<file path="src/design/squeeze_defines.svh">
`ifndef SQUEEZE_DEFINES_SVH
`define SQUEEZE_DEFINES_SVH

////////////////////
// Layer geometry
////////////////////

// Output channels computed side by side
`define SQ_LANES 4

// Pixel, weight and output word width
`define SQ_DATA_W 16

// Accumulator and bias width
`define SQ_ACC_W 32

// Input channels per tap group
`define SQ_CHIN 8

// Kernel side, square window
`define SQ_KDIM 3

// Taps per output pixel, window times channels
`define SQ_TAPS (`SQ_KDIM * `SQ_KDIM * `SQ_CHIN)

// Output pixels before the layer ends
`define SQ_PIXELS 4

////////////////////
// Requantize
////////////////////

// Fixed point shift, result taken from acc[28:14]
`define SQ_FRAC 14

`endif

</file>
<file path="src/design/squeeze_pkg.sv">
`default_nettype none

`include "squeeze_defines.svh"

package squeeze_pkg;

	////////////////////
	// Scalar words
	////////////////////

	// Pixel, weight or requantized output
	typedef logic signed [`SQ_DATA_W-1:0] data_t;

	// Accumulator or bias
	typedef logic signed [`SQ_ACC_W-1:0] acc_t;

	// Tap index, doubles as ROM address
	typedef logic [$clog2(`SQ_TAPS)-1:0] tap_addr_t;

	// Output pixel count, must reach SQ_PIXELS
	typedef logic [$clog2(`SQ_PIXELS + 1)-1:0] pix_cnt_t;

	////////////////////
	// Lane vectors
	////////////////////

	typedef data_t [`SQ_LANES-1:0] weight_vec_t;
	typedef acc_t [`SQ_LANES-1:0] acc_vec_t;
	typedef data_t [`SQ_LANES-1:0] out_vec_t;

	// One accepted tap on its way to the MAC lanes
	typedef struct packed {
		logic  valid;
		logic  first;
		data_t pix;
	} mac_cmd_t;

	// Layer controller states
	typedef enum logic [2:0] {
		IDLE,
		TAP_WAIT,
		TAP_ACK,
		DRAIN,
		OUT_REQ,
		OUT_RELEASE,
		DONE
	} ctrl_state_t;

endpackage

`default_nettype wire

</file>
<file path="src/design/mac_array.sv">
`default_nettype none

`include "squeeze_defines.svh"

module mac_array (
	input  wire logic                     clk,
	input  wire logic                     rst_n,
	input  wire squeeze_pkg::mac_cmd_t    cmd,
	input  wire squeeze_pkg::weight_vec_t weights,
	output squeeze_pkg::acc_vec_t         acc
);
	import squeeze_pkg::*;

	// Tap delayed to meet its ROM word
	mac_cmd_t cmd_d;
	// Lane products of the aligned tap
	acc_vec_t prod;

	////////////////////
	// Align stage
	////////////////////
	always_ff @(posedge clk) begin
		if (!rst_n) begin
			cmd_d.valid <= 1'b0;
		end else begin
			cmd_d <= cmd;
		end
	end

	////////////////////
	// Multiply
	////////////////////
	always_comb begin
		for (int l = 0; l < `SQ_LANES; l++) begin
			// 16x16 signed, sign extended to full width first
			prod[l] = acc_t'(cmd_d.pix) * acc_t'($signed(weights[l]));
		end
	end

	////////////////////
	// Accumulate
	////////////////////
	always_ff @(posedge clk) begin
		if (cmd_d.valid) begin
			for (int l = 0; l < `SQ_LANES; l++) begin
				// First tap restarts the sum
				if (cmd_d.first) begin
					acc[l] <= prod[l];
				end else begin
					acc[l] <= acc[l] + prod[l];
				end
			end
		end
	end

endmodule

`default_nettype wire

</file>
<file path="config.mk">
export PLATFORM = sky130hd
export DESIGN_NAME = mac_array
export DESIGN_NICKNAME = d
export VERILOG_FILES = /design/src/design/squeeze_pkg.sv /design/src/design/mac_array.sv
export VERILOG_INCLUDE_DIRS = /design/src /design/src/design
export SDC_FILE = /design/constraint.sdc
export NUM_CORES = 2
export LEC_CHECK = 0
export CORE_ASPECT_RATIO = 1.1
export CORE_MARGIN = 3
export CORE_UTILIZATION = 35
export DETAILED_ROUTE_END_ITERATION = 8
export DONT_BUFFER_PORTS = 1
export HOLD_SLACK_MARGIN = 0.15
export PLACE_DENSITY_LB_ADDON = 0.2
export SETUP_SLACK_MARGIN = 0.1
export SLEW_MARGIN = 10
export SYNTH_ARGS = -nofsm -noshare
export SYNTH_HDL_FRONTEND = slang
export SYNTH_SLANG_ARGS = --single-unit
</file>
<file path="constraint.sdc">
create_clock -name clk -period 19.2 [get_ports clk]
set_input_delay 0.96 -clock clk [delete_from_list [all_inputs] [get_ports clk]]
set_output_delay 0.96 -clock clk [all_outputs]
set_load 0.01 [all_outputs]
</file>
---- Word-level counts from Yosys, hierarchy flattened ----
Cells that the tools add are included.
operators by class
  add/subtract/negate cells ............... 4
  multiply operators ...................... 4
  muxes and demuxes ....................... 4
operators by type and width
  operator          count
  $add A32 B32 Y32  4
  $mul A16 B16 Y32  4
  $mux W32          4
storage, ports and cells
  output and inout bits ................... 128
  register bits after elaboration ......... 146
  input port bits ......................... 84

---- Longest topological paths before layout ----
  depth after elaboration ................. 3
  gate-level depth with buffers ........... 37
  depth with buffers taken out ............ 35

---- Least setup slack after synthesis ----
Ideal clock, no wire load.
  kind .................................... input port to flip-flop
  start ................................... input port weights[49] (netlist bit)
  end ..................................... register acc[127] (netlist bit), data pin
  path buffers ............................ 1
  required time ........................... 18.941 ns
  setup slack ............................. 10.916 ns
  data arrival time ....................... 8.025 ns
  stages on the path ...................... 32
  cell sequence ........................... clkbuf_1 > nand2_1 > fa_1 > fa_1 > fa_1 > inv_1 > fa_1 > fa_1 > inv_1 > fa_1 > inv_1 > ha_1 > and3_1 > a31oi_1 > o21ai_0 > a21oi_1 > o21ai_1 > a21oi_1 > nor2_1 > nor3_1 > nor2_1 > ha_1 > a21o_1 > a211o_1 > nor3b_1 > a21oi_1 > a31oi_1 > a2111oi_2 > a31oi_1 > o22ai_1 > xnor2_1 > xnor2_1
on the way
  word-level cells in the longest chain between the ends .. 3
ends and longest elaborated chain
  element                         line             text
  start: declaration              mac_array.sv:9   input wire squeeze_pkg::weight_vec_t weights,
  $mul A16 B16 Y32 (*)            mac_array.sv:36  prod[l] = acc_t'(cmd_d.pix) * acc_t'($signed(weights[l]));
  $add A32 B32 Y32                mac_array.sv:50  acc[l] <= acc[l] + prod[l];
  $mux W32 (*)                    mac_array.sv:47  if (cmd_d.first) begin
  end signal: indexed assignment  mac_array.sv:48  acc[l] <= prod[l];
  end signal: indexed assignment  mac_array.sv:50
  end: declaration                mac_array.sv:10  output squeeze_pkg::acc_vec_t acc
Every way passes the cells marked *; elsewhere a longest branch is shown, timed or not.
A chain may end at the register's enable or synchronous reset.

---- Worst setup path after layout ----
  start ................................... register cmd_d[11] (netlist bit)
  end ..................................... register acc[127] (netlist bit), data pin
on the way
  word-level cells in the longest chain between the ends .. 3
ends and longest elaborated chain
  element                   line             text
  start: declaration        mac_array.sv:15  mac_cmd_t cmd_d;
  start signal: assignment  mac_array.sv:26  cmd_d <= cmd;
  $mul A16 B16 Y32 (*)      mac_array.sv:36
  $add A32 B32 Y32          mac_array.sv:50
  $mux W32 (*)              mac_array.sv:47
Marked as above.

==> summary.md <==
| Metric | Value |
|---|---|
| Critical Path Stages | `31` |
| DP Area | `approximately 53000 µm²` |
| Syn Nets | `7180` |
| Hold Crit Class | `in -> reg` |
| Max Freq | `107 MHz` |
| Max Root-Sink Buffers | `2` |
| DRT Pass-1 Iters | `5` |
| Buffer and inverter count on the worst path | `4` |
| Post-DRT Antenna Nets | `0` |
| Non-filler cells, final | `7360` |
| CORE AREA | `144000 µm²` |
| Netlist Area Pre-Place | `50900 µm²` |
| Synth Area in Compound Gates | `about 8.5%` |
| CTS tree | `built` |
| Critical path capture point type | `flop` |
| Mapped Cells | `5584` |
| Final hold vios | `0` |
| IO Pins | `around 210` |
| Mean post-synth cell area | `approximately 9.1 µm²` |
| Vias in the first global route | `38825` |
| Num Clock Sinks | `146` |
| Final Max Tran Viols | `0` |
| Placed Instances | `7324` |
| Num CTS Buffers | `17` |
| Initial antenna violation count | `5` |
| Worst setup SP type | `flop` |
| Crit path kind | `reg -> reg` |
| Data arrival, critical path | `9650 ps` |
| EDFF count, synth | `145` |
| Synth async-reset ratio | `0%` |
| Crit path max-delay family | `adder cells` |
| Die Y | `just over 400 µm` |
| Tot GR Track Use | `a little under a fifth` |
| Root buffer cell | `clkbuf_16` |
| Initial DRC Count | `between 1500 and 2000` |
| Adder-cell area share of the yosys netlist | `52.7%` |
| Worst-margin pin slew | `1010 ps` |
| Routed len/inst | `~18 µm` |
| Slowest CP cell | `edfxtp_1` |
| Tmin final | `just over 9000 ps` |
| DR DRC count | `0` |
| Largest family of logic cells by synthesized area | `adder cells` |
| Grt ovf | `0` |
| Width of the die | `approximately 370 µm` |
| Crit path top cell by count | `fa_1` |
| Mux share of post-synthesis cell area | `0.541%` |
| Simple-gate share of the synthesized area | `around 15%` |
| Rows | `146` |
| Worst Clk Skew | `26.1 ps` |
| M1 WL | `around 60000 µm` |
| Layout cells sized above 1 | `1.91%` |
| Postcts setup bufs | `0` |
| Clock Latency Late Sink | `550 ps` |
| Sequential area share after synthesis | `roughly 8.6%` |
| Post-cts resize count | `0` |
| RSZ-0062 raised after global routing | `no` |
| Slowest stage delay, CP | `820 ps` |
| Setup ws final | `between 9000 and 10000 ps` |
| Count of buffers from port buffering | `0` |
| Status | `complete, no violations` |
| WHS Path Cells | `0` |
| Area grow syn2layout | `4.71%` |
| Xor/xnor share of the synthesized area | `4.17%` |
| Main synth FF type | `edfxtp_1` |
| CTS H-tree lvls | `4` |
| Vias/cell | `4.82` |
| Warnings, synthesis | `0` |
| Register bit total from synthesis | `146` |
| Post-route cell area | `between 50000 and 60000 µm²` |
| Clk pin slew, worst setup/hold paths | `80 ps` |
| Largest net degree at the start of global routing | `65` |
| # Max-Cap Violations | `0` |
| Final period utilization | `48.7%` |
| WL met2 | `roughly 62000 µm` |
| Starting Density | `between 30% and 40%` |
| Critical Path RT | `19490 ps` |
| Post-DP HPWL | `107000 µm` |
| Slew margin rel. | `32.4%` |
| Reg2Reg Depth | `31` |
| Setup TNS | `0 ps` |
| GPL Wtd Cong | `between 0.8 and 0.9` |
| Yosys cell types | `76` |
| DR top layer | `met4` |
| Vias | `35509` |
| First-pass GRT wire length | `220000 µm` |
| Die area | `150000 µm²` |
| Total Wirelength | `133000 µm` |
| Place WS | `9890 ps` |
| Nets | `approximately 7000` |
| Cts hold-fix bufs | `0` |
| # setup viols final | `0` |
| Wire length on met3 | `8880 µm` |
| Max Fanout on Critical Path | `47` |
cell usage after synthesis, drive strengths merged, types with 13 or more instances:
cell type	count	area, µm²
nand2	618	2320
nand4	17	106
mux2	20	225
xor2	69	604
ha	460	5760
xnor2	173	1520
edfxtp	145	4350
o21a	25	188
o21ai	155	783
clkbuf	200	751
nor2b	19	119
a31oi	17	113
a211oi	21	158
o211ai	14	105
nand2b	51	319
nor2	185	694
nor3	33	165
o31ai	13	116
and2	510	3190
and3	22	138
nand3	42	215
a21o	102	766
fa	1052	21100
a21oi	217	1090
o21bai	30	225
inv	1241	4660
cell families after synthesis:
kind of cell               after synthesis
buffers and inverters                 1452
xor gates and xnor gates               242
AOI/OAI and AO/OA                      677
DFF                                    146
muxes                                   25
and+or+nand+nor                       1530
adders and majority gates             1512
worst paths after layout:
check	from	end	slack, ps
max	cmd_d[11]$_DFFE_PP_	acc[127]$_DFFE_PP_	9840
min	cmd[16]	cmd_d[16]$_DFFE_PP_	510
min reg2reg	cmd_d[17]$_SDFF_PN0_	acc[98]$_DFFE_PP_	660
max reg2reg	cmd_d[11]$_DFFE_PP_	acc[127]$_DFFE_PP_	9840
sequential cells by signal, indices dropped and copies added, names as in the netlist:
register  count
cmd_d        18
acc         128
through the flow:
step / hold WS, ps / utilization, %
2_1_floorplan: 745 / -
3_3_place_gp: 650 / 36.6
3_5_place_dp: 644 / 36.6
5_1_grt: 455 / 36.9
4_1_cts: 433 / 36.9
6_report: 508 / 37.0
metal layers:
metal	vias up	global-route usage, %
met2	575	30.7
met1	18092	24.9
met5	-	0
met3	96	4.57
met4	0	4.02
li1	16746	-
area by class of cell:
cell class | instances | area, µm²
Antenna cell | 4 | 10.0
Clock buffer | 18 | 429
Clock inverter | 14 | 133
Fill cell | 14711 | 90900
Inverter | 1241 | 4660
Multi-Input combinational cell | 3986 | 41000
Sequential cell | 146 | 4380
Tap cell | 1924 | 2410
Timing Repair Buffer | 27 | 203
cells in the final DEF (no fill, tap or decap), types with 5 or more instances in the layout:
| master | instances |
|---|---|
| xor2_1 | 69 |
| clkbuf_16 | 17 |
| a21oi_1 | 217 |
| a211oi_1 | 21 |
| a31oi_1 | 16 |
| o21ai_1 | 9 |
| nor3_1 | 33 |
| and2_1 | 510 |
| mux2i_1 | 5 |
| o21ai_0 | 144 |
| a41oi_1 | 6 |
| nor3b_1 | 6 |
| a31o_2 | 8 |
| ha_1 | 460 |
| o31ai_1 | 11 |
| nand2_1 | 618 |
| nor4_1 | 5 |
| nand2b_1 | 51 |
| inv_1 | 1240 |
| fa_1 | 1052 |
| o22ai_1 | 9 |
| o21bai_1 | 30 |
| o211ai_1 | 14 |
| buf_4 | 27 |
| o21a_1 | 25 |
| a221oi_1 | 6 |
| o31a_1 | 5 |
| nor2_1 | 185 |
| mux2_2 | 20 |
| nor2b_1 | 19 |
| xnor2_1 | 173 |
| edfxtp_1 | 145 |
| a21o_1 | 102 |
| nand3_1 | 41 |
| a211o_1 | 7 |
| or3_1 | 6 |
| nand4_1 | 17 |
| and3_1 | 22 |
Power is left out: the tool's default activity adds up to more than one toggle a clock period on the data nets, which glitch-free logic cannot reach.
