`config.mk`:
```
export PLATFORM = sky130hd
export DESIGN_NAME = squeeze_ctrl
export DESIGN_NICKNAME = d
export VERILOG_FILES = /design/src/design/squeeze_pkg.sv /design/src/design/squeeze_ctrl.sv
export VERILOG_INCLUDE_DIRS = /design/src /design/src/design
export SDC_FILE = /design/constraint.sdc
export NUM_CORES = 1
export LEC_CHECK = 0
export ABC_AREA = 1
export BUFFER_PORTS_ARGS = -buffer_cell sky130_fd_sc_hd__buf_2
export CORE_MARGIN = 2
export CORE_UTILIZATION = 52
export DETAILED_ROUTE_END_ITERATION = 7
export PLACE_DENSITY = 0.79
export SETUP_SLACK_MARGIN = 0.5
export SYNTH_ARGS = -nofsm -noshare
export SYNTH_HDL_FRONTEND = slang
export SYNTH_SLANG_ARGS = --single-unit
```
`constraint.sdc`:
```
create_clock -name clk -period 3 [get_ports clk]
set_input_delay 0.15 -clock clk [delete_from_list [all_inputs] [get_ports clk]]
set_output_delay 0.15 -clock clk [all_outputs]
set_load 0.05 [all_outputs]
```
`src/design/squeeze_defines.svh`:
```
`ifndef SQUEEZE_DEFINES_SVH
`define SQUEEZE_DEFINES_SVH

////////////////////
// Layer geometry
////////////////////

// Output channels computed side by side
`define SQ_LANES 4

// Pixel, weight and output word width
`define SQ_DATA_W 16

// Accumulator and bias width
`define SQ_ACC_W 32

// Input channels per tap group
`define SQ_CHIN 8

// Kernel side, square window
`define SQ_KDIM 3

// Taps per output pixel, window times channels
`define SQ_TAPS (`SQ_KDIM * `SQ_KDIM * `SQ_CHIN)

// Output pixels before the layer ends
`define SQ_PIXELS 4

////////////////////
// Requantize
////////////////////

// Fixed point shift, result taken from acc[28:14]
`define SQ_FRAC 14

`endif

```
`src/design/squeeze_pkg.sv`:
```
`default_nettype none

`include "squeeze_defines.svh"

package squeeze_pkg;

	////////////////////
	// Scalar words
	////////////////////

	// Pixel, weight or requantized output
	typedef logic signed [`SQ_DATA_W-1:0] data_t;

	// Accumulator or bias
	typedef logic signed [`SQ_ACC_W-1:0] acc_t;

	// Tap index, doubles as ROM address
	typedef logic [$clog2(`SQ_TAPS)-1:0] tap_addr_t;

	// Output pixel count, must reach SQ_PIXELS
	typedef logic [$clog2(`SQ_PIXELS + 1)-1:0] pix_cnt_t;

	////////////////////
	// Lane vectors
	////////////////////

	typedef data_t [`SQ_LANES-1:0] weight_vec_t;
	typedef acc_t [`SQ_LANES-1:0] acc_vec_t;
	typedef data_t [`SQ_LANES-1:0] out_vec_t;

	// One accepted tap on its way to the MAC lanes
	typedef struct packed {
		logic  valid;
		logic  first;
		data_t pix;
	} mac_cmd_t;

	// Layer controller states
	typedef enum logic [2:0] {
		IDLE,
		TAP_WAIT,
		TAP_ACK,
		DRAIN,
		OUT_REQ,
		OUT_RELEASE,
		DONE
	} ctrl_state_t;

endpackage

`default_nettype wire

```
`src/design/squeeze_ctrl.sv`:
```
`default_nettype none

`include "squeeze_defines.svh"

module squeeze_ctrl (
	input  wire logic                   clk,
	input  wire logic                   rst_n,
	input  wire logic                   layer_req,
	input  wire logic                   pix_req,
	input  wire squeeze_pkg::data_t     pix,
	input  wire logic                   out_ack,
	output logic                        layer_ack,
	output logic                        pix_ack,
	output logic                        out_req,
	output squeeze_pkg::tap_addr_t      rom_addr,
	output squeeze_pkg::mac_cmd_t       mac_cmd,
	output logic                        load
);
	import squeeze_pkg::*;

	ctrl_state_t state;
	tap_addr_t   tap_cnt;
	pix_cnt_t    pix_cnt;
	// Second DRAIN cycle marker
	logic        drain_wait;

	////////////////////
	// Layer FSM
	////////////////////
	always_ff @(posedge clk) begin
		if (!rst_n) begin
			state         <= IDLE;
			layer_ack     <= 1'b0;
			pix_ack       <= 1'b0;
			out_req       <= 1'b0;
			load          <= 1'b0;
			mac_cmd.valid <= 1'b0;
			rom_addr      <= '0;
			tap_cnt       <= '0;
			pix_cnt       <= '0;
			drain_wait    <= 1'b0;
		end else begin
			// Single cycle strobes
			mac_cmd.valid <= 1'b0;
			load          <= 1'b0;
			case (state)
				IDLE: begin
					if (layer_req) begin
						tap_cnt <= '0;
						pix_cnt <= '0;
						state   <= TAP_WAIT;
					end
				end
				TAP_WAIT: begin
					// Take the tap, send it to the lanes, look up its weights
					if (pix_req) begin
						pix_ack       <= 1'b1;
						mac_cmd.valid <= 1'b1;
						mac_cmd.first <= (tap_cnt == '0);
						mac_cmd.pix   <= pix;
						rom_addr      <= tap_cnt;
						tap_cnt       <= tap_cnt + 1'b1;
						state         <= TAP_ACK;
					end
				end
				TAP_ACK: begin
					// Host releases req before pix may change
					if (!pix_req) begin
						pix_ack <= 1'b0;
						if (tap_cnt == tap_addr_t'(`SQ_TAPS)) begin
							tap_cnt    <= '0;
							drain_wait <= 1'b0;
							state      <= DRAIN;
						end else begin
							state <= TAP_WAIT;
						end
					end
				end
				DRAIN: begin
					// ROM and MAC pipe settle, then load requant
					drain_wait <= 1'b1;
					if (drain_wait) begin
						load  <= 1'b1;
						state <= OUT_REQ;
					end
				end
				OUT_REQ: begin
					// out_req comes up with the result register
					if (out_ack) begin
						out_req <= 1'b0;
						state   <= OUT_RELEASE;
					end else begin
						out_req <= 1'b1;
					end
				end
				OUT_RELEASE: begin
					if (!out_ack) begin
						pix_cnt <= pix_cnt + 1'b1;
						if (pix_cnt == pix_cnt_t'(`SQ_PIXELS - 1)) begin
							layer_ack <= 1'b1;
							state     <= DONE;
						end else begin
							state <= TAP_WAIT;
						end
					end
				end
				DONE: begin
					if (!layer_req) begin
						layer_ack <= 1'b0;
						state     <= IDLE;
					end
				end
				default: state <= IDLE;
			endcase
		end
	end

	////////////////////
	// Checks
	////////////////////

	// Taps are held off while a result is offered
	a_no_ack_overlap: assert property (@(posedge clk) disable iff (!rst_n)
		!(pix_ack && out_req));

	// Every MAC command comes from a tap taken in TAP_WAIT
	a_cmd_from_tap: assert property (@(posedge clk) disable iff (!rst_n)
		mac_cmd.valid |-> $past(state == TAP_WAIT && pix_req) && $rose(pix_ack));

endmodule

`default_nettype wire

```
Word-level counts from Yosys, hierarchy flattened
Index checks and enable logic that the tools add are counted.

Logic and storage cells: 79. Bits in registers: 43.

Multiplexer cells: 31. Equal/unequal tests: 17. Reductions and logical operators: 17. $add $sub $neg: 2.

Operators with widths (count): 3-bit two-way mux (10); 7-bit two-way mux (4); 3-bit case mux with 7 select lines (1); 7-bit case mux with 3 select lines (1); 18-bit two-way mux (1); 2-bit inequality test, second input constant (9); 3-bit AND reduction (4); 3-bit by 2-bit equality test with 1-bit output, second input constant (3); 3-bit equality test, second input constant (3); 1-bit two-way mux (9); 2-bit nonzero test (4); 7-bit by 1-bit adder with 7-bit output, second input constant (1); 7-bit equality test, second input constant (1); 7-bit zero test (1); 7-bit AND reduction (1); 1-bit case mux with 2 select lines (3); 3-bit case mux with 2 select lines (1); 2-bit AND reduction (3); 5-bit AND reduction (1); 4-bit AND reduction (1); 3-bit by 1-bit adder with 3-bit output, second input constant (1); 3-bit by 1-bit equality test with 1-bit output, second input constant (1); 3-bit zero test (1); 3-bit nonzero test (1); 2-bit two-way mux (1).

Logic depth before layout (Yosys ltp)
Depth after elaboration: 4. Depth in mapped cells: 10. Gate-level depth less buffers: 9.

Worst setup path after synthesis
No wires, ideal clock.

Path type: reg2reg. From: reg state[0]. To: reg mac_cmd[0] (netlist name), enable pin. Arrival: 1.969 ns. Required time: 2.587 ns. Setup time: 0.413 ns. Setup slack: 0.619 ns. Cell stages (with the launch flop): 6. Path buffers: 1. Cell sequence: dfxtp_1 buf_6 inv_4 nor2_2 nand2_4 nor3_1.

Longest elaborated chain between the ends: 2.

Ends and longest elaborated chain: from (decl) (line squeeze_ctrl.sv:21) `ctrl_state_t state;`; from (signal assigned) (line squeeze_ctrl.sv:32) `state <= IDLE;`; from (signal assigned) (line squeeze_ctrl.sv:51) `state <= TAP_WAIT;`; from (signal assigned) (line squeeze_ctrl.sv:63) `state <= TAP_ACK;`; 3-bit by 1-bit equality test with 1-bit output (line squeeze_ctrl.sv:46) `case (state)`; 3-bit AND reduction (no line); to (decl) (line squeeze_ctrl.sv:16) `output squeeze_pkg::mac_cmd_t mac_cmd,`.

No other way between the ends. A chain may end at the register's enable or synchronous reset.

Worst setup path after layout
From: reg state[0]. To: reg mac_cmd[11] (netlist name), enable pin.

The elaborated chain is that of the path after synthesis.

==> metrics <==
setup slack after layout=roughly 1.4 ns; WP data arrival=1.69 ns; grt ovf=0; Peak Freq=around 0.61 GHz; most frequent cells in the layout=buf_2 (49), nand2_1 (31), dfxtp_1 (26); Synth Instances=~200; worst slack, placed=~1.4 ns; # setup viols final=0; Avg Cell Area, Syn=9.369 um^2; Avg WL per Cell=approximately 12 um; reg2reg setup slack=1.36 ns; antenna violations before repair=0; Via density=slightly below 5; IO Pins=50; Post-Route WL=about 3.9 mm; Residual DRC=0; CTS tree=built; outcome=completed; CP Launch Type=flip-flop; reg-to-reg endpoint=mac_cmd[11]; first drt pass iteration count=4; worst setup path class=reg2reg; synth top area cells=dfxtp_1 (27%), edfxtp_1 (27%), nand2_1 (6.1%); Fin. Hold Viols=0; clk slew on worst S/H paths=approximately 0.12 ns; worst setup path end=mac_cmd[11]; Critical Path End Type=flip-flop; syn nets=~230; H-Tree Depth=2; Worst Hold Depth=3; pin count of the biggest net entering global routing=20; measured slew at the worst slew-check pin=between 0.6 and 0.7 ns; Ys Warns=0; CTS resizes=0; Sink Count=43; routed vias=between 1.5k and 2k; Distinct cells, synth=31; die height=around 64 um; Max VDD drop=~0.41 mV; vias in the first global route=roughly 1.4k; maximum fanout along the worst path=17; CP required=3.05 ns; Critical R2R Launch=state[0]; Root Buffer=clkbuf_4; Seq cells post-synth=43; Routed Antenna Nets=0; Power Density=746.8 nW/um^2; ANT cells=0; Setup crit start=state[0]; setup repair after global routing missed its margin=false; CTS Buffer Depth=2; Synth top area share=0.2737; sequential element share of the synthesized area=0.5421; mapped cell area=~1900 um^2; DR iter-0 viols=68; Clk Latency, worst-skew pair=around 0.35 ns; HPWL after DPL=2.659 mm; initial core utilization=0.5568; final critical-path share of the clock period=0.5457; GRT Overall Usage=0.2067; minimum clock period=approximately 1.6 ns; final slew viol count=0; first-pass GRT wire length=about 6.5 mm; Nets=between 200 and 300; routability cong.=about 0.93; die width=64.48 um; Reg2Reg Depth=5; final setup skew=about 0.011 ns; num rows=21; post-layout util=0.6978; setup tns final=0 ns; Slew HR=0.5867; hold crit path type=in2reg; Leak=slightly above 0.001 uW; ratio of cells with drive above 1 in the final layout=0.3284; MaxCap Viol Count=0; core area=about 3400 um^2; P&R area growth vs syn=25.33%; area leader, netlist=dfxtp_1; Port Buffer Count=between 40 and 50; commonest non-fill, non-tap cell in the layout=buf_2; full die area=approximately 4200 um^2; TritonCTS Buffers=5
==> flip-flops by register name, summed over array words and instances (netlist names) <==
signal      cells
drain_wait      1
layer_ack       1
load            1
out_req         1
pix_cnt         3
tap_cnt         7
state           3
mac_cmd        18
pix_ack         1
rom_addr        7
==> how the worst min path moves through the flow <==
stage,endpoint,start
after floorplan,mac_cmd[0],pix[0]
after CTS,out_req,out_ack
after global routing,state[2],rst_n
after global placement,mac_cmd[4],pix[4]
final,out_req,out_ack
after detailed placement,mac_cmd[3],pix[3]
==> routing by layer <==
metal  global-route usage  part of all wire
met2               0.3242              0.44
met1               0.2711              0.47
met3              0.06076             0.080
met5                    0                 0
met4              0.07979             0.016
==> synth_stat cells, drive strengths merged <==
library cell  number
nand2             42
ha                 4
nor2              27
nand4              5
nor3               4
clkbuf             1
buf                5
edfxtp            17
a211oi             1
dfxtp             26
a21oi             18
o211a              1
nand3             14
o21ai             17
xor2               1
inv               19
nand3b             1
==> through the flow <==
step / area [um^2] / instances / power, uW / hold WS [ns]
2_1_floorplan: 1902 / 203 / 1387 / 0.2489
3_3_place_gp: 2171 / 293 / 1497 / 0.3268
3_5_place_dp: 2171 / 293 / 1506 / 0.3288
4_1_cts: 2384 / 317 / 1781 / 0.1170
5_1_grt: 2384 / 317 / 1907 / 0.1276
6_report: 2384 / 317 / 1780 / 0.1217
==> cell type report <==
cell class                 instances  area, um^2
clock buffer                       5       37.54
timing repair buffer              66       412.9
multi-input combinational        135       755.7
tap                               46       57.56
fill                             267        1032
inverter                          19       73.82
sequential                        43        1031
clock inverter                     3       15.01
==> cell families (layout without fill, tap and decap cells) <==
group | Yosys count | count (layout) | share of synthesized area
flip-flops | 43 | 43 | 0.5421
AND/OR/NAND/NOR | 93 | 93 | 0.2441
AO/OA/AOI/OAI | 37 | 37 | 0.1197
XOR/XNOR | 1 | 1 | 0.004606
adder cells (fa/ha/maj) | 4 | 4 | 0.02632
buffers and inverters | 25 | 93 | 0.06315
==> timing repair <==
| action | 4_1_cts | 5_1_grt |
|---|---|---|
| hold buffers | 16 | 0 |
| hold endpoints to repair | 16 | 0 |
| setup endpoints to repair | 0 | 0 |
| setup buffers | 0 | 0 |
==> report_power, final <==
| part | switching [uW] | leakage (uW) | internal, uW | total, uW |
|---|---|---|---|---|
| Clock | 181 | 0.0000347 | 87.3 | 268 |
| Combinational | 546 | 0.000634 | 205 | 751 |
| Sequential | 73.9 | 0.000364 | 688 | 762 |
==> critical path: stages (launching register included) <==
cell and delay, ns:
dfxtp_1 0.56, inv_4 0.07, nor2_2 0.20, nand2_4 0.13, nor3_2 0.12, buf_4 0.26
Power figures use the tool's default switching activity.
