`config.mk`:
```
export PLATFORM = sky130hd
export DESIGN_NAME = requant_relu
export DESIGN_NICKNAME = d
export VERILOG_FILES = /design/src/design/squeeze_pkg.sv /design/src/design/requant_relu.sv
export VERILOG_INCLUDE_DIRS = /design/src /design/src/design
export SDC_FILE = /design/constraint.sdc
export NUM_CORES = 1
export LEC_CHECK = 0
export CORE_MARGIN = 4
export CORE_UTILIZATION = 38
export DETAILED_ROUTE_END_ITERATION = 12
export DONT_BUFFER_PORTS = 1
export PLACE_DENSITY = 0.58
export SYNTH_ARGS = -nofsm -noshare
export SYNTH_HDL_FRONTEND = slang
export SYNTH_SLANG_ARGS = --single-unit
```
`constraint.sdc`:
```
create_clock -name clk -period 4.2 [get_ports clk]
set_input_delay 0.42 -clock clk [delete_from_list [all_inputs] [get_ports clk]]
set_output_delay 0.42 -clock clk [all_outputs]
set_load 0.03 [all_outputs]
```
`src/design/squeeze_defines.svh`:
```
`ifndef SQUEEZE_DEFINES_SVH
`define SQUEEZE_DEFINES_SVH

////////////////////
// Layer geometry
////////////////////

// Output channels computed side by side
`define SQ_LANES 4

// Pixel, weight and output word width
`define SQ_DATA_W 16

// Accumulator and bias width
`define SQ_ACC_W 32

// Input channels per tap group
`define SQ_CHIN 8

// Kernel side, square window
`define SQ_KDIM 3

// Taps per output pixel, window times channels
`define SQ_TAPS (`SQ_KDIM * `SQ_KDIM * `SQ_CHIN)

// Output pixels before the layer ends
`define SQ_PIXELS 4

////////////////////
// Requantize
////////////////////

// Fixed point shift, result taken from acc[28:14]
`define SQ_FRAC 14

`endif

```
`src/design/squeeze_pkg.sv`:
```
`default_nettype none

`include "squeeze_defines.svh"

package squeeze_pkg;

	////////////////////
	// Scalar words
	////////////////////

	// Pixel, weight or requantized output
	typedef logic signed [`SQ_DATA_W-1:0] data_t;

	// Accumulator or bias
	typedef logic signed [`SQ_ACC_W-1:0] acc_t;

	// Tap index, doubles as ROM address
	typedef logic [$clog2(`SQ_TAPS)-1:0] tap_addr_t;

	// Output pixel count, must reach SQ_PIXELS
	typedef logic [$clog2(`SQ_PIXELS + 1)-1:0] pix_cnt_t;

	////////////////////
	// Lane vectors
	////////////////////

	typedef data_t [`SQ_LANES-1:0] weight_vec_t;
	typedef acc_t [`SQ_LANES-1:0] acc_vec_t;
	typedef data_t [`SQ_LANES-1:0] out_vec_t;

	// One accepted tap on its way to the MAC lanes
	typedef struct packed {
		logic  valid;
		logic  first;
		data_t pix;
	} mac_cmd_t;

	// Layer controller states
	typedef enum logic [2:0] {
		IDLE,
		TAP_WAIT,
		TAP_ACK,
		DRAIN,
		OUT_REQ,
		OUT_RELEASE,
		DONE
	} ctrl_state_t;

endpackage

`default_nettype wire

```
`src/design/requant_relu.sv`:
```
`default_nettype none

`include "squeeze_defines.svh"

module requant_relu (
	input  wire logic                   clk,
	input  wire logic                   rst_n,
	input  wire logic                   load,
	input  wire squeeze_pkg::acc_vec_t  acc,
	input  wire squeeze_pkg::acc_vec_t  biases,
	output squeeze_pkg::out_vec_t       result
);
	import squeeze_pkg::*;

	// Biased sums per lane
	acc_vec_t sum;

	////////////////////
	// Bias add
	////////////////////
	always_comb begin
		for (int l = 0; l < `SQ_LANES; l++) begin
			sum[l] = acc[l] + biases[l];
		end
	end

	////////////////////
	// ReLU and slice
	////////////////////
	always_ff @(posedge clk) begin
		if (!rst_n) begin
			result <= '0;
		end else if (load) begin
			for (int l = 0; l < `SQ_LANES; l++) begin
				// Negative clamps to zero
				if (sum[l][`SQ_ACC_W-1]) begin
					result[l] <= '0;
				end else begin
					// Top bits above 28 dropped, sign forced clear
					result[l] <= {1'b0, sum[l][`SQ_FRAC + `SQ_DATA_W - 2:`SQ_FRAC]};
				end
			end
		end
	end

endmodule

`default_nettype wire

```
Word-level counts from Yosys, hierarchy flattened
Cells that the tools add are included.

storage, ports and cells
  output and inout port bits = 64
  input port bits = 259
  logic and storage cells = 12
  flip-flop bits (word level) = 64

cells by class
  add/subtract/negate cells = 4
  mux-type cells = 4

operators by type and width
  kind               number
  32-bit adder       4
  15-bit 2-to-1 mux  4

Logic depth before layout (Yosys ltp)
Gate-level depths: netlist of the first run.

  word-level depth = 2
  depth in mapped cells = 12
  depth with buffers taken out = 11

Least setup slack after synthesis of the first run
OpenSTA, ideal clock, no wires.

  kind = input -> register
  start = input port acc[13] in the netlist's numbering
  end = register result[10] in the netlist's numbering
  slack = 1.244 ns
  data arrival time = 2.839 ns
  setup time = 0.117 ns
  required time = 4.083 ns
  path buffers = 1
  cell stages on the path = 12
  cell sequence = ha_1 > a21oi_2 > nand2_1 > a221oi_2 > a21oi_2 > o2111ai_4 > a31oi_4 > a311oi_4 > o21ai_4 > xor2_2 > buf_6 > a32o_1

between the ends
  word-level cells in the longest chain between the ends = 2

ends and longest elaborated chain
  what                            RTL line            source
  start: declaration              requant_relu.sv:9   input wire squeeze_pkg::acc_vec_t acc,
  32-bit adder                    requant_relu.sv:23  sum[l] = acc[l] + biases[l];
  15-bit 2-to-1 mux               requant_relu.sv:36  if (sum[l][`SQ_ACC_W-1]) begin
  end signal: indexed assignment  requant_relu.sv:40  result[l] <= {1'b0, sum[l][`SQ_FRAC + `SQ_DATA_W - 2:`SQ_FRAC]};
  end: declaration                requant_relu.sv:11  output squeeze_pkg::out_vec_t result

No other way between the ends.
A chain may end at the register's enable or synchronous reset.

Final worst setup path of the first run
  start = input port acc[13] in the netlist's numbering
  end = register result[1] in the netlist's numbering

The elaborated chain is that of the path after synthesis.

==> results_dict.tcl, run 1 <==
set metrics [dict create \
    status "finished, final reports clean" \
    drc 0 \
    grt_pass1_wl_um 27000 \
    avgSynthCellArea_um2 8.72 \
    comb_power_share 0.304 \
    cellLeakagePower_nw 2.78 \
    yosys.area_share.simple 0.137 \
    yosysTopAreaCell "ha_1" \
    cap_violations 0 \
    synth.yosys.seq_area_share 0.205 \
    worstSkewPairLatency_ns 0.32 \
    worstPathArrival_ns 3.26 \
    tns_ns 0 \
    synthAdderAreaFrac 0.257 \
    rows 45 \
    layout.nets 1049 \
    synth-edff-count 0 \
    critPathCaptureType "flip-flop" \
    core_um2 15100 \
    ys_types 64 \
    largest_reg_flops 60 \
    switching_power_uw 748 \
    yosys_register_bits 60 \
    place_hpwl_um 14400 \
    synth_flop_cell "dfxtp_1" \
    crit_path_frequent_cell "a21oi_2" \
    critPathSlowestCell "xor2_2" \
    critPathLaunchType "input port" \
    p_total_mw 2.07 \
    cts_setup_buffers 0 \
    layout-drive-gt1-share 0.0533 \
    synth_top_area_frac 0.257 \
    dr.first_iter.drc_count 173 \
    final_max_slew_viol_count 0 \
    netlist_top_cells_area "ha_1, dfxtp_1, a21oi_1, a21o_1, xnor2_1" \
    grt_usage 0.187 \
    fin_cells 863 \
    cts.clk_slew.worst_paths_ns 0.05 \
    wl_um 16700 \
    gp_congestion 0.890 \
    clock_skew_ns 0 \
    ant_nets 0 \
    pwr-share-seq 0.377 \
    finalSetupViolCount 0 \
    period_share 0.713 \
    vdd_drop_max_v 0.000224 \
    die_w_um 132 \
    required_ns 4.47 \
    cts_buffers 9 \
    synth_top_family_by_area "compound AO/OA/AOI/OAI gates" \
    clock_tree.buffer_depth 2 \
    hold_viol_final 0 \
    switching_share 0.361 \
    die_h_um 132 \
    rsz0062_at_grt "no" \
    cts_tree "built" \
    yosys-mux-area-fraction 0.00364 \
    internal-power_mw 1.32 \
    start_util 0.386 \
    grt_pass1_vias 5480 \
    yosys_warnings 0 \
    async_flop_share 0 \
    cp_cell_sequence "ha_1, a21oi_2, nand2_1, a221oi_2, a21oi_2, o2111ai_4, a31oi_4, a311oi_4, o21ai_4, xor2_2, a32o_1" \
    finalCriticalPeriod_ns 3.00 \
    cts_resized 0 \
    max_stage_delay_ns 0.55 \
    yosys.area_share.xor_xnor 0.0746 \
    path_buf_inv 0 \
    firstDrtPassIters 4 \
    syn2layout_area_growth_pct 7.59 \
    grt_antenna_before_repair 0 \
    worst_pin_slew_ns 0.942 \
    synth_area_um2 5850 \
    hold_path.class "in2reg" \
    h-tree-depth 3 \
    synth-compound-area-share 0.295 \
    clockRootBuffer "clkbuf_16" \
    critical_path.max_fanout 13 \
    p_per_area_nw_per_um2 329 \
    postCtsHoldBufs 0 \
    fmax_ghz 0.334 \
    wl_per_cell_um 19.4 \
    routed_via_density 5.96 \
    vias 5147 \
    regMostFlops "result" \
    cts_num_sinks 60 \
    place_inst 847 \
    max_slew_margin 0.370 \
    grt_overflow 0 \
    grt_max_degree 60 \
    port_buffers 0 \
    dieArea_um2 17400 \
    diodes 0 \
    io_pins 323 \
    synth_cells 671 \
    reg_top3 "result (60)" \
    crit_family "compound AO/OA/AOI/OAI gates" \
    crit_type "in2reg" \
    final_util 0.416 \
    p_clk_frac 0.318 \
]
[synthesized netlist by cell type (10+ instances only)]
| cell | n |
|---|---|
| nand4_1 | 15 |
| a32o_1 | 17 |
| o21a_1 | 12 |
| xor2_1 | 20 |
| a21oi_1 | 60 |
| nor2b_1 | 11 |
| dfxtp_1 | 60 |
| nand2_1 | 51 |
| clkbuf_1 | 10 |
| ha_1 | 120 |
| xnor2_1 | 28 |
| inv_1 | 19 |
| nand3_1 | 12 |
| a21o_1 | 34 |
| nor2_1 | 23 |
| a22o_1 | 14 |
| nor3_1 | 11 |
| o21ai_0 | 45 |
| o21ai_1 | 10 |
[routing by layer]
metal,vias up,track usage,share of wire
li1,2550,-,-
met1,2325,0.192,0.37
met2,243,0.338,0.50
met3,29,0.0744,0.094
met4,0,0.0770,0.027
met5,-,0,0
[worst reg2reg max path, delay by kind of cell (launching register included)]
family             cells  cell delay, ns
DFF                    1            0.50
AOI/OAI and AO/OA      2            0.23
and+or+nand+nor        1            0.22
[power by group through the flow]
stage	registers [mW]	clock network (mW)	logic (mW)
6_report	0.782	0.660	0.630
3_5_place_dp	0.796	0	0.628
5_1_grt	0.789	0.710	0.717
4_1_cts	0.784	0.686	0.632
3_3_place_gp	0.795	0	0.608
2_1_floorplan	0.773	0	0.520
[cell type report]
cell class	count	area [µm²]
Clock buffer	14	254
Clock inverter	2	10.0
Fill cell	1547	8850
Inverter	19	71.3
Multi-Input combinational cell	578	4510
Sequential cell	60	1200
Tap cell	188	235
Timing Repair Buffer	2	15.0
[cells in the final DEF (no fill, tap or decap), types with 6 or more instances in the layout]
master and n:
a21o_1 34, xnor2_1 28, or3_1 6, dfxtp_1 60
nand4_1 15, inv_1 19, nand3_1 12, nand2_1 51
o21ai_1 10, ha_1 120, nor3_1 11, xor2_1 20
clkbuf_16 9, o21ai_0 45, a211oi_1 9, nand2b_1 9
o21a_1 12, nor2b_1 10, a22o_1 14, nor2_1 23
a21oi_1 60, o31ai_1 6, and4_1 7, a32o_1 17
[path summary, 6_finish.rpt]
kind              startpoint    endpoint  slack, ns  cells past startpoint
setup reg to reg  result[14]  result[14]       3.20                      3
hold / removal         rst_n  result[14]       0.22                      1
setup / recovery     acc[13]   result[1]       1.20                     11
hold reg to reg   result[51]  result[51]       0.60                      2
[per-stage QoR]
stage	area (µm²)	setup slack, ns	hold WS [ns]
3_5_place_dp	6030	0.847	0.561
2_1_floorplan	5860	1.24	0.553
4_1_cts	6290	1.19	0.205
6_report	6290	1.20	0.224
3_3_place_gp	6030	0.942	0.559
5_1_grt	6290	0.950	0.206
[cells by family (layout without fill, tap and decap cells)]
logic type / Yosys count / count (layout)
flops: 60 / 60
other cells: 1 / 4
fa+ha+maj: 120 / 120
simple gates: 158 / 158
compound gates: 245 / 245
xor+xnor: 49 / 49
mux: 2 / 2
buf+inv: 36 / 37
No activity file was read; power rests on OpenSTA's default activity.
==> inputs of run 2 (changes only) <==
--- a/config.mk
+++ b/config.mk
@@ -10,7 +10,7 @@
 export CORE_UTILIZATION = 38
 export DETAILED_ROUTE_END_ITERATION = 12
 export DONT_BUFFER_PORTS = 1
-export PLACE_DENSITY = 0.58
+export PLACE_DENSITY = 0.6
 export SYNTH_ARGS = -nofsm -noshare
 export SYNTH_HDL_FRONTEND = slang
 export SYNTH_SLANG_ARGS = --single-unit
==> constraint.sdc (replaced) <==
create_clock -name clk -period 2.75 [get_ports clk]
set_input_delay 0.275 -clock clk [delete_from_list [all_inputs] [get_ports clk]]
set_output_delay 0.275 -clock clk [all_outputs]
set_load 0.03 [all_outputs]
==> results_dict.tcl, run 2 (synthesized netlist as in run 1, its figures left out) <==
set metrics [dict create \
    p_total_mw 3.33 \
    cap_violations 0 \
    hold_path_startpoint "rst_n" \
    critPathLaunchType "input port" \
    critPathCaptureType "flip-flop" \
    pwr-share-seq 0.359 \
    die_w_um 132 \
    grt_max_degree 32 \
    vias 5281 \
    reg_top3 "result (60)" \
    wl_um 17000 \
    cp-startpoint "acc[12]" \
    worst_pin_slew_ns 0.781 \
    start_util 0.386 \
    vdd_drop_max_v 0.000256 \
    grt_usage 0.190 \
    finalSetupViolCount 0 \
    dr.first_iter.drc_count 229 \
    wl_met1_um 6390 \
    grt_antenna_before_repair 0 \
    rsz0062_at_grt "no" \
    internal-power_mw 2.15 \
    nFillCells 1501 \
    cts_setup_buffers 0 \
    worstSkewPairLatency_ns 0.33 \
    core_um2 15100 \
    layout-drive-gt1-share 0.109 \
    final_util 0.439 \
    most-common-layout-cells "ha_1, dfxtp_1, a21oi_1" \
    routed_via_density 5.90 \
    crit_type "in2reg" \
    fin_cells 895 \
    cellLeakagePower_nw 2.96 \
    setup_slack_ns 0.160 \
    h-tree-depth 3 \
    fin_hold_ws_ns 0.0708 \
    cts.clk_slew.worst_paths_ns 0.05 \
    firstDrtPassIters 5 \
    finalCriticalPeriod_ns 2.59 \
    cts_tree "built" \
    wl_met2_um 8820 \
    die_h_um 132 \
    comb_power_share 0.314 \
    p_clk_frac 0.327 \
    switching_share 0.355 \
    critical_path.max_fanout 4 \
    clock_skew_ns 0 \
    drc 0 \
    port_buffers 0 \
    cts_num_sinks 60 \
    p_per_area_nw_per_um2 501 \
    clock_tree.buffer_depth 2 \
    clockRootBuffer "clkbuf_16" \
    worstPathArrival_ns 2.81 \
    rr_startpoint "result[14]" \
    switching_power_mw 1.18 \
    regMostFlops "result" \
    cts_buffers 9 \
    final_common_cell "ha_1" \
    gp_congestion 0.918 \
    layout.nets 1081 \
    hold_viol_final 0 \
    largest_reg_flops 60 \
    place_hpwl_um 14800 \
    final_max_slew_viol_count 0 \
    holdPathStages 1 \
    wl_per_cell_um 19.0 \
    diodes 0 \
    grt_pass1_wl_um 27500 \
    status "finished, final reports clean" \
    grt_pass1_vias 5591 \
    fmax_ghz 0.386 \
    max_slew_margin 0.479 \
    syn2layout_area_growth_pct 13.6 \
    wl_met3_um 1540 \
    dieArea_um2 17400 \
    place_inst 879 \
    hold_path.class "in2reg" \
    period_share 0.942 \
    ant_nets 0 \
    rows 45 \
    maxUsedRoutingLayer "met4" \
    grt_overflow 0 \
    io_pins 323 \
    required_ns 2.97 \
    pre_cts_ws_ns -0.335 \
    worst_r2r_path_depth 3 \
]
[run 2: path summary, 6_finish.rpt]
| path | endpoint | slack [ns] |
|---|---|---|
| min reg2reg | result[50] | 0.60 |
| min | result[14] | 0.07 |
| max | result[13] | 0.16 |
| max reg2reg | result[14] | 1.74 |
[run 2: layer usage]
| metal | vias up | global-route usage |
|---|---|---|
| met1 | 2402 | 0.199 |
| met3 | 26 | 0.0744 |
| met2 | 234 | 0.348 |
| li1 | 2619 | - |
| met5 | - | 0 |
| met4 | 0 | 0.0618 |
[run 2: repair_timing]
item	CTS	global route
endpoints found under the setup margin	0	29
hold buffers	0	0
gates resized for setup	0	5
[run 2: critical path, stage by stage]
cell	delay, ns
ha_1	0.32
nand3_1	0.09
nand2_1	0.08
a221oi_2	0.31
a21oi_2	0.14
o2111ai_4	0.27
a31oi_4	0.14
a311oi_4	0.38
buf_4	0.17
xor2_1	0.20
nor3_1	0.07
a221o_2	0.37
[run 2: through the flow]
step | setup TNS (ns) | instance area, µm²
after floorplan | 0 | 5920
after global placement | -7.55 | 6340
after detailed placement | -10.20 | 6340
after CTS | 0 | 6620
after global routing | 0 | 6650
final | 0 | 6650
[run 2: cell type report]
class | count | area, µm² | area share
inverter | 19 | 71.3 | 0.0107
clock inverter | 5 | 52.6 | 0.00791
clock buffer | 11 | 233 | 0.0350
sequential | 60 | 1200 | 0.181
multi-input combinational | 578 | 4590 | 0.690
timing repair buffer | 34 | 268 | 0.0403
tap | 188 | 235 | 0.0354
[run 2: power groups by stage]
stage / logic, mW / registers, mW / clock network (mW)
6_report: 1.04 / 1.20 / 1.09
5_1_grt: 1.18 / 1.21 / 1.16
4_1_cts: 1.04 / 1.20 / 1.13
3_5_place_dp: 1.03 / 1.22 / 0
3_3_place_gp: 0.996 / 1.22 / 0
2_1_floorplan: 0.801 / 1.18 / 0
